[config.mk]
export PLATFORM = sky130hd
export DESIGN_NAME = affine_mc_control
export DESIGN_NICKNAME = d
export VERILOG_FILES = /design/src/affine_mc_pkg.sv /design/src/affine_mc_control.sv /design/src/block_sequencer.sv /design/src/ctrl_strobe_register.sv
export SDC_FILE = /design/constraint.sdc
export NUM_CORES = 1
export LEC_CHECK = 0
export ABC_CLOCK_PERIOD_IN_PS = 1400
export BUFFER_PORTS_ARGS = -buffer_cell sky130_fd_sc_hd__buf_2
export CAP_MARGIN = 20
export CORE_MARGIN = 2
export CORE_UTILIZATION = 50
export CTS_CLUSTER_SIZE = 20
export DETAILED_ROUTE_END_ITERATION = 6
export GPL_TIMING_DRIVEN = 0
export PLACE_DENSITY = 0.86
export REMOVE_ABC_BUFFERS = 1
export SYNTH_ARGS = -nofsm -noshare
export SYNTH_HDL_FRONTEND = slang
export SYNTH_SLANG_ARGS = --single-unit
[constraint.sdc]
create_clock -name CLK_CTRL -period 1.4 [get_ports CLK_CTRL]
set_input_delay 0 -clock CLK_CTRL [delete_from_list [all_inputs] [get_ports CLK_CTRL]]
set_output_delay 0 -clock CLK_CTRL [all_outputs]
set_load 0.01 [all_outputs]
[src/affine_mc_pkg.sv]
/* Shared types for the affine MC controller:
   state encoding, datapath status flags and control strobe structs */
`default_nettype none

package affine_mc_pkg;

    // --------------------------------------------------
    // Controller state
    // --------------------------------------------------
    typedef enum logic [3:0] {
        s_idle          = 4'd0,
        s_load_mvgen_in = 4'd1,
        s_mvgen_init    = 4'd2,
        s_mvgen_done    = 4'd3,
        s_int_decision  = 4'd4,
        s_load_buffer   = 4'd5,
        s_int_x         = 4'd6,
        s_int_y         = 4'd7,
        s_int_xy_h      = 4'd8,
        s_int_xy_v      = 4'd9,
        s_skip          = 4'd10,
        s_loop1         = 4'd11,
        s_loop2         = 4'd12,
        s_next_line     = 4'd13,
        s_next_column   = 4'd14,
        s_done          = 4'd15
    } mc_state_t;

    // --------------------------------------------------
    // Status from the datapath
    // --------------------------------------------------
    // Fractional parts of the generated MV
    typedef struct packed {
        logic interp_x;
        logic interp_y;
    } interp_mode_t;

    // ctrl_x: more lines left, ctrl_y: more columns left in this line
    typedef struct packed {
        logic ctrl_x;
        logic ctrl_y;
    } block_pos_t;

    // Interpolator counter below each limit
    typedef struct packed {
        logic loop_3;
        logic loop_4;
        logic loop_9;
        logic loop_13;
    } loop_status_t;

    // --------------------------------------------------
    // Control strobes
    // --------------------------------------------------
    // MV generator, rst_n is active low
    typedef struct packed {
        logic rst_n;
        logic write_coords;
        logic write_cpmvs;
        logic write_gen_mvs;
        logic write_x;
        logic write_y;
        logic write_count_block;
        logic sel_x;
        logic sel_y;
    } mvgen_ctrl_t;

    // Interpolator, both resets active low
    typedef struct packed {
        logic rst_n;
        logic counter_rst_n;
        logic write_input_line;
        logic write_counter;
        logic write_int_out;
        logic write_buffer;
        logic sel_buffer_in;
        logic sel_line_in;
        logic sel_dimension;
    } interp_ctrl_t;

endpackage

`default_nettype wire

[src/affine_mc_control.sv]
/* Top of the affine MC controller, sequencer followed by strobe register */
`default_nettype none

module affine_mc_control (
    input  wire                              CLK_CTRL,
    input  wire                              RESET_ALL,
    input  wire                              start,
    input  wire affine_mc_pkg::interp_mode_t mode,
    input  wire affine_mc_pkg::block_pos_t   pos,
    input  wire affine_mc_pkg::loop_status_t loops,
    output wire affine_mc_pkg::mvgen_ctrl_t  mvgen_ctrl,
    output wire affine_mc_pkg::interp_ctrl_t interp_ctrl,
    output wire                              flag_int_out,
    output wire                              done_all
);

    wire affine_mc_pkg::mc_state_t state;

    // --------------------------------------------------
    // Stage 1, state sequencing
    // --------------------------------------------------
    block_sequencer block_sequencer_inst (
        .CLK_CTRL  (CLK_CTRL),
        .RESET_ALL (RESET_ALL),
        .start     (start),
        .mode      (mode),
        .pos       (pos),
        .loops     (loops),
        .state     (state)
    );

    // --------------------------------------------------
    // Stage 2, registered strobes
    // --------------------------------------------------
    ctrl_strobe_register ctrl_strobe_register_inst (
        .CLK_CTRL     (CLK_CTRL),
        .RESET_ALL    (RESET_ALL),
        .state        (state),
        .mvgen_ctrl   (mvgen_ctrl),
        .interp_ctrl  (interp_ctrl),
        .flag_int_out (flag_int_out),
        .done_all     (done_all)
    );

endmodule

`default_nettype wire

[src/block_sequencer.sv]
/* State register and next-state logic of the affine MC controller */
`default_nettype none

module block_sequencer (
    input  wire                              CLK_CTRL,
    input  wire                              RESET_ALL,
    input  wire                              start,
    input  wire affine_mc_pkg::interp_mode_t mode,
    input  wire affine_mc_pkg::block_pos_t   pos,
    input  wire affine_mc_pkg::loop_status_t loops,
    output affine_mc_pkg::mc_state_t         state
);

    import affine_mc_pkg::*;

    mc_state_t state_next;
    mc_state_t step_target;
    mc_state_t loop1_target;
    logic      loop1_more;

    // --------------------------------------------------
    // Helper decisions
    // --------------------------------------------------
    // Where a finished sub-block goes
    always_comb begin
        if (pos.ctrl_y) begin
            step_target = s_next_column;
        end else if (pos.ctrl_x) begin
            step_target = s_next_line;
        end else begin
            step_target = s_done;
        end
    end

    // Vertical filters need 13 taps worth of passes, horizontal only 4
    assign loop1_more = mode.interp_y ? loops.loop_13 : loops.loop_4;

    // Re-entry point of the interpolation loop
    always_comb begin
        case ({mode.interp_x, mode.interp_y})
            2'b10: loop1_target = s_int_x;
            2'b01: loop1_target = s_int_y;
            2'b11: loop1_target = s_int_xy_h;
            default: loop1_target = step_target;
        endcase
    end

    // --------------------------------------------------
    // Next state
    // --------------------------------------------------
    always_comb begin
        state_next = state;
        case (state)
            s_idle: begin
                if (start) begin
                    state_next = s_load_mvgen_in;
                end
            end
            s_load_mvgen_in: begin
                state_next = s_mvgen_init;
            end
            s_mvgen_init: begin
                state_next = s_mvgen_done;
            end
            s_mvgen_done: begin
                state_next = s_int_decision;
            end
            s_int_decision: begin
                case ({mode.interp_x, mode.interp_y})
                    2'b00: state_next = s_skip;
                    2'b10: state_next = s_int_x;
                    2'b01: state_next = s_load_buffer;
                    default: state_next = s_int_xy_h;
                endcase
            end
            // Integer MV, copy samples straight through
            s_skip: begin
                if (!loops.loop_3) begin
                    state_next = step_target;
                end
            end
            // Vertical only, fill the line buffer first
            s_load_buffer: begin
                if (!loops.loop_9) begin
                    state_next = s_int_y;
                end
            end
            s_int_x, s_int_y, s_int_xy_v: begin
                state_next = s_loop1;
            end
            s_int_xy_h: begin
                state_next = s_loop2;
            end
            s_loop2: begin
                if (!loops.loop_9) begin
                    state_next = s_int_xy_v;
                end
            end
            s_loop1: begin
                if (loop1_more) begin
                    state_next = loop1_target;
                end else begin
                    state_next = step_target;
                end
            end
            s_next_line, s_next_column: begin
                state_next = s_mvgen_done;
            end
            s_done: begin
                state_next = s_idle;
            end
            default: begin
                state_next = s_idle;
            end
        endcase
    end

    // --------------------------------------------------
    // State register
    // --------------------------------------------------
    always_ff @(posedge CLK_CTRL or negedge RESET_ALL) begin
        if (!RESET_ALL) begin
            state <= s_idle;
        end else begin
            state <= state_next;
        end
    end

endmodule

`default_nettype wire

[src/ctrl_strobe_register.sv]
/* State decoder and output register for the MV generator
   and interpolator strobes */
`default_nettype none

module ctrl_strobe_register (
    input  wire                           CLK_CTRL,
    input  wire                           RESET_ALL,
    input  wire affine_mc_pkg::mc_state_t state,
    output affine_mc_pkg::mvgen_ctrl_t    mvgen_ctrl,
    output affine_mc_pkg::interp_ctrl_t   interp_ctrl,
    output logic                          flag_int_out,
    output logic                          done_all
);

    import affine_mc_pkg::*;

    // Datapath out of reset, nothing written
    localparam mvgen_ctrl_t MVGEN_RUN = '{
        rst_n:   1'b1,
        default: 1'b0
    };
    localparam interp_ctrl_t INTERP_RUN = '{
        rst_n:         1'b1,
        counter_rst_n: 1'b1,
        default:       1'b0
    };

    mvgen_ctrl_t  mvgen_next;
    interp_ctrl_t interp_next;
    logic         flag_next;
    logic         done_next;

    // --------------------------------------------------
    // Decode
    // --------------------------------------------------
    always_comb begin
        mvgen_next  = MVGEN_RUN;
        interp_next = INTERP_RUN;
        flag_next   = 1'b0;
        done_next   = 1'b0;
        case (state)
            s_idle: begin
                // Waiting for start, all strobes quiet
            end
            s_load_mvgen_in: begin
                mvgen_next.write_coords = 1'b1;
            end
            s_mvgen_init: begin
                mvgen_next.write_cpmvs = 1'b1;
                mvgen_next.write_x     = 1'b1;
                mvgen_next.write_y     = 1'b1;
            end
            s_mvgen_done: begin
                mvgen_next.write_gen_mvs = 1'b1;
            end
            s_int_decision: begin
                interp_next.write_input_line = 1'b1;
            end
            s_load_buffer: begin
                interp_next.write_input_line = 1'b1;
                interp_next.write_counter    = 1'b1;
                interp_next.write_buffer     = 1'b1;
                interp_next.sel_buffer_in    = 1'b1;
            end
            // Horizontal pass reads the input line, along X
            s_int_x, s_int_xy_h: begin
                interp_next.write_input_line = 1'b1;
                interp_next.write_counter    = 1'b1;
                interp_next.sel_line_in      = 1'b1;
                interp_next.sel_dimension    = 1'b1;
            end
            // Vertical pass reads from the buffer
            s_int_y, s_int_xy_v: begin
                interp_next.write_counter = 1'b1;
            end
            s_skip: begin
                interp_next.write_input_line = 1'b1;
                interp_next.write_counter    = 1'b1;
                interp_next.write_int_out    = 1'b1;
                interp_next.sel_buffer_in    = 1'b1;
                flag_next                    = 1'b1;
            end
            s_loop1: begin
                interp_next.write_buffer = 1'b1;
            end
            s_loop2: begin
                interp_next.write_int_out = 1'b1;
                flag_next                 = 1'b1;
            end
            // New line restarts Y from the origin column
            s_next_line: begin
                mvgen_next.write_x           = 1'b1;
                mvgen_next.write_y           = 1'b1;
                mvgen_next.write_count_block = 1'b1;
                mvgen_next.sel_x             = 1'b1;
                interp_next.counter_rst_n    = 1'b0;
            end
            s_next_column: begin
                mvgen_next.write_y           = 1'b1;
                mvgen_next.write_count_block = 1'b1;
                mvgen_next.sel_y             = 1'b1;
                interp_next.counter_rst_n    = 1'b0;
            end
            s_done: begin
                done_next = 1'b1;
            end
            default: begin
                done_next = 1'b0;
            end
        endcase
    end

    // --------------------------------------------------
    // Output register
    // --------------------------------------------------
    // Reset drives all active-low resets low too
    always_ff @(posedge CLK_CTRL or negedge RESET_ALL) begin
        if (!RESET_ALL) begin
            mvgen_ctrl   <= '0;
            interp_ctrl  <= '0;
            flag_int_out <= 1'b0;
            done_all     <= 1'b0;
        end else begin
            mvgen_ctrl   <= mvgen_next;
            interp_ctrl  <= interp_next;
            flag_int_out <= flag_next;
            done_all     <= done_next;
        end
    end

endmodule

`default_nettype wire

# Yosys cells after proc, flatten, opt, wreduce, memory -nomap -nowiden
# Cells that the tools add are included.
dict set report totals {
  regBits 22
  latchBits 0
  ram_bits 0
  romBits 0
  in_bits 11
  out_inout_bits 20
  elab_cells 81
  n_memories 0
}
dict set report classes {
  add_sub_neg 0
  multipliers 0
  div 0
  magnitude_cmp 0
  n_eq_ne 22
  shifts 0
  mux 27
  bitwise 0
  n_reduce_logical 13
}
# op count
set ops {}
lappend ops {{4-bit one-hot mux with 12 select lines} 1}
lappend ops {{4-bit equality test, second input constant} 8}
lappend ops {{4-bit one-hot mux with 3 select lines} 2}
lappend ops {{4-bit 2-to-1 mux} 5}
lappend ops {{4-bit by 3-bit equality test with 1-bit output, second input constant} 4}
lappend ops {{1-bit 2-to-1 mux} 16}
lappend ops {{2-bit OR reduction} 6}
lappend ops {{4-bit by 2-bit equality test with 1-bit output, second input constant} 2}
lappend ops {{2-bit != test, second input constant} 4}
lappend ops {{2-bit 2-to-1 mux} 3}
lappend ops {{3-bit OR reduction} 2}
lappend ops {{6-bit OR reduction} 1}
lappend ops {{5-bit OR reduction} 1}
lappend ops {{2-bit equality test, second input constant} 2}
lappend ops {{4-bit by 1-bit equality test with 1-bit output, second input constant} 1}
lappend ops {{4-bit logical NOT} 1}
lappend ops {{4-bit AND reduction} 1}
lappend ops {{2-bit by 1-bit equality test with 1-bit output, second input constant} 1}
lappend ops {{2-bit logical NOT} 1}

# Logic depth before layout (Yosys ltp)
dict set report logic_depth {
  depth_word 5
  mapped_depth 6
  depth_no_buf 6
}

# Cells and area by module
# From an unflattened synthesis, not the netlist that was laid out.
dict set report unflattened {
  hier_cells 121
  area_unflattened_um2 1201.2
}
# mod n_inst cells_each area_each_um2 seq_area_each_um2
set by_module_without_submodules {}
lappend by_module_without_submodules {ctrl_strobe_register 1 56 666.9 425.4}
lappend by_module_without_submodules {block_sequencer 1 65 534.3 100.1}

# Worst setup path after synthesis
# Ideal clock, no wire load.
dict set report synth_timing {
  path_type {reg-to-reg}
  from {register block_sequencer_inst.state[3]}
  to {register block_sequencer_inst.state[0]}
  setup_time_ns 0.137
  arrival_ns 1.089
  t_required_ns 1.263
  setup_slack_ns 0.174
  stages_incl_launch_ff 6
  path_buffers 1
  period_less_slack_ns 1.226
  cell_sequence {dfrtp_1 > or2_1 > buf_4 > o21a_1 > o21ai_1 > a32oi_1}
}
dict set report synth_between {
  elab_chain_len 3
  elab_cells_between_ends 24
  cone_classes {eq/ne (19); mux (1); reduce/logical (4)}
}
# item line
set synth_rtl {}
lappend synth_rtl {{start: declaration} block_sequencer.sv:11} ;# output affine_mc_pkg::mc_state_t state
lappend synth_rtl {{start signal: assignment} block_sequencer.sv:123} ;# state <= s_idle;
lappend synth_rtl {{start signal: assignment} block_sequencer.sv:125} ;# state <= state_next;
lappend synth_rtl {{4-bit by 2-bit equality test with 1-bit output, or another cell as far along} block_sequencer.sv:53} ;# case (state)
lappend synth_rtl {{3-bit OR reduction (no source line), or another cell as far along} -}
lappend synth_rtl {{4-bit one-hot mux with 12 select lines / 4-bit AND reduction (equally long branches)} -}
# Parallel ways exist; a longest one is shown, timed or not.
# A chain may end at the register's enable or synchronous reset.

# Worst setup path in the final report
dict set report layout_timing {
  from {register block_sequencer_inst.state[2]}
  to {register block_sequencer_inst.state[2]}
}
# Same word-level chain as after synthesis.

==> run metrics <==
Area Growth Syn to Fin=25.5%; Pre-antenna DRT Iters=4; min setup slack post-route=42.8 ps; count of maximum capacitance violations=0; maximum number of pins on one net before global-route repair=22; horizontal extent of the die=51.8 um; Final Cell Area=1430 sq um; routed vias=999; # rows=17; IR drop worst, VDD=1.05 mV; Fin. Hold Viols=0; Tot GR Track Use=16.1%; count of distinct cell types in the synthesized netlist=42; CTS tree=built; number of synthesized register bits=21; routed wire length per instance=12.5 um; Crit. End Element=register; fraction of final layout cells sized beyond drive strength 1=43.7%; Starting Density=52.1%; Cell Count Post-Placement=164; gate family responsible for the most delay along the worst path=flip-flops; Worst Setup Path Type=reg2reg; DRT antenna net count=0; Reg2Reg Setup Slack=40 ps; critical hold path startpoint=loops[1]; clock-pin transition on the worst setup and hold timing paths=90 ps; worst skew pair latency=290 ps; GR Util met1=19.5%; cell accounting for the most synthesized area=dfrtp_1; wire length of the first global-routing pass=3240 um; count leader, synth=dfrtp_1; Post-Place Worst Slack=-143 ps; Achievable Freq=0.737 GHz; max-slew violations=0; clock sinks=21; Syn Std Cell Area=1140 sq um; fin crit period=1360 ps; fraction of the yosys area taken by sequential cells=46.0%; biggest fanout along the worst timing path=7; asr flop ratio synth=100%; standard cell core area=2190 sq um; prevailing post-synth register cell=dfrtp_1; Required @ worst endpoint=1570 ps; maximum number of buffers from clock root to sink=2; depth of the CTS H-tree=1; startpoint types=register; final setup vio count=0; Static Leakage=0.726 nW; Final Wtd Congestion=0.906; most common library cells after synthesis=21 x dfrtp_1, 13 x nor2_1, 9 x nand2_1; grt peak-use layer=met2; share of the cycle needed by the critical path after routing=96.9%; average via count per standard cell=5.37; logic depth of the worst register-to-register path=5; WP buf/inv=1; number of cells produced by synthesis=115; antenna violations before repair=0; final core utilization=65.4%; count of buffers from port buffering=30; logic depth of the worst path, buffers included=5; endpoint of the lowest-slack register-to-register path=block_sequencer_inst.state[2]$_DFFE_PN0P_; worst flop-to-flop path startpoint=block_sequencer_inst.state[2]$_DFFE_PN0P_; clock tree root driver cell=clkbuf_4; number of diodes added for antenna fixing=0; delay of the slowest cell on the worst path=460 ps; pwr dens=2120 nW/um^2; result of the run=completed; main area contributors after synthesis=dfrtp_1 46%, ha_1 6.6%, nor2_1 4.3%; Post-synth EDFFs=0; vias in the first global route=781; total clock buffers created by CTS=3; Worst Clk Skew=8.15 ps; met3 Resource Use GR=1.72%; cell area after placement=1260 sq um; remaining routing DRC violations=0; final instance count without filler cells=186; overall overflow remaining after global route=0; total die area=2680 sq um; total wire length after detailed routing=2320 um; cells along the critical path=buf_2 -> nand4b_1 -> nor2_2 -> a211oi_2 -> o2bb2ai_1; height of the die=51.8 um; fin nets=176; HPWL Detailed=1500 um; Design Power=3.04 mW; highest-delay cell along the critical path=dfrtp_2; DRC violation total after the first TritonRoute iteration=29; met2 Track Usage GR=27.6%; IO Pins=31; capture point of the worst path=block_sequencer_inst.state[2]$_DFFE_PN0P_; timing startpoint of the critical path=block_sequencer_inst.state[2]$_DFFE_PN0P_; Avg Cell Area, Syn=9.93 sq um; number of filler cells placed in the layout=168; Worst Hold Class=in2reg; signal arrival time at the worst endpoint=1530 ps; top cell type's share of synthesized area=46.0%; Yosys Warn Count=0
## where the power goes
| group | internal [mW] | switching [mW] |
|---|---|---|
| combinational | 0.852 | 0.896 |
| sequential | 0.841 | 0.180 |
| clock | 0.111 | 0.157 |
| total | 1.80 | 1.23 |
## how the worst min path moves through the flow
stage                                                              endpoint  slack, ps  depth (start not counted)
after global routing              block_sequencer_inst.state[2]$_DFFE_PN0P_         60                          3
after detailed placement  ctrl_strobe_register_inst.mvgen_ctrl[0]$_DFF_PN0_        -30                          1
after CTS                         block_sequencer_inst.state[2]$_DFFE_PN0P_         30                          3
after floorplan                   block_sequencer_inst.state[0]$_DFFE_PN0P_       -300                          0
after global placement    ctrl_strobe_register_inst.mvgen_ctrl[1]$_DFF_PN0_        -40                          1
final                             block_sequencer_inst.state[2]$_DFFE_PN0P_         70                          3
## through the flow
| step | hold WS, ps | setup TNS, ps |
|---|---|---|
| CTS | 33.3 | 0 |
| global route | 62.3 | -10.8 |
| global placement | -38.1 | -333 |
| floorplan | -296 | 0 |
| detailed placement | -34.7 | -338 |
| finish | 72.0 | 0 |
## cells by family after synthesis
group / after synthesis / synth area share [%]
simple gates: 43 / 19.0
compound gates: 26 / 16.6
flops: 21 / 46.0
buf+inv: 14 / 7.78
fa+ha+maj: 6 / 6.57
xor+xnor: 2 / 1.53
mux: 2 / 2.19
other cells: 1 / 0.328
## layout by cell type, fill, tap and decap left out, types with 2 or more instances in the layout
cell type / n
buf_2: 31
dfrtp_1: 17
buf_4: 16
nor2_1: 13
nand2_1: 9
ha_1: 6
o21ai_0: 5
inv_1: 4
dfrtp_2: 4
nand2b_1: 3
a21oi_1: 3
nand3_1: 3
clkbuf_4: 3
nor2_2: 2
o21ai_1: 2
o22ai_1: 2
nor3_1: 2
o21bai_1: 2
a31oi_1: 2
a211oi_2: 2
## per-layer routing
layer,vias to the layer above,part of all wire [%],wire length (um)
li1,478,-,-
met3,4,8.8,205
met2,62,50,1150
met1,455,41,942
met4,0,0.86,20
met5,-,0,0
## tightest hold or removal path: cells and delay by family
kind | cells | cell delay (ps)
compound gates | 1 | 90
buf+inv | 1 | 120
simple gates | 1 | 110
## area by class of cell
type | count | area, sq um | share of cell area (%)
multi-input cells | 80 | 538 | 37.5
flip-flops and latches | 21 | 531 | 37.0
repair buffers | 48 | 285 | 19.9
well taps | 28 | 35.0 | 2.44
clock buffers | 4 | 26.3 | 1.83
inverters | 5 | 18.8 | 1.31
## timing repair
| item | 4_1_cts | 5_1_grt |
|---|---|---|
| hold buffers | 1 | 0 |
| buffers inserted | 0 | 17 |
| hold endpoints to repair | 21 | 0 |
| setup endpoints to repair | 5 | 3 |
| gates resized for setup | 5 | 3 |
## registers in the layout, indices dropped and copies added (netlist names)
register	flops
ctrl_strobe_register_inst.mvgen_ctrl	9
ctrl_strobe_register_inst.interp_ctrl	7
block_sequencer_inst.state	4
ctrl_strobe_register_inst.done_all	1
Power figures use the tool's default switching activity.
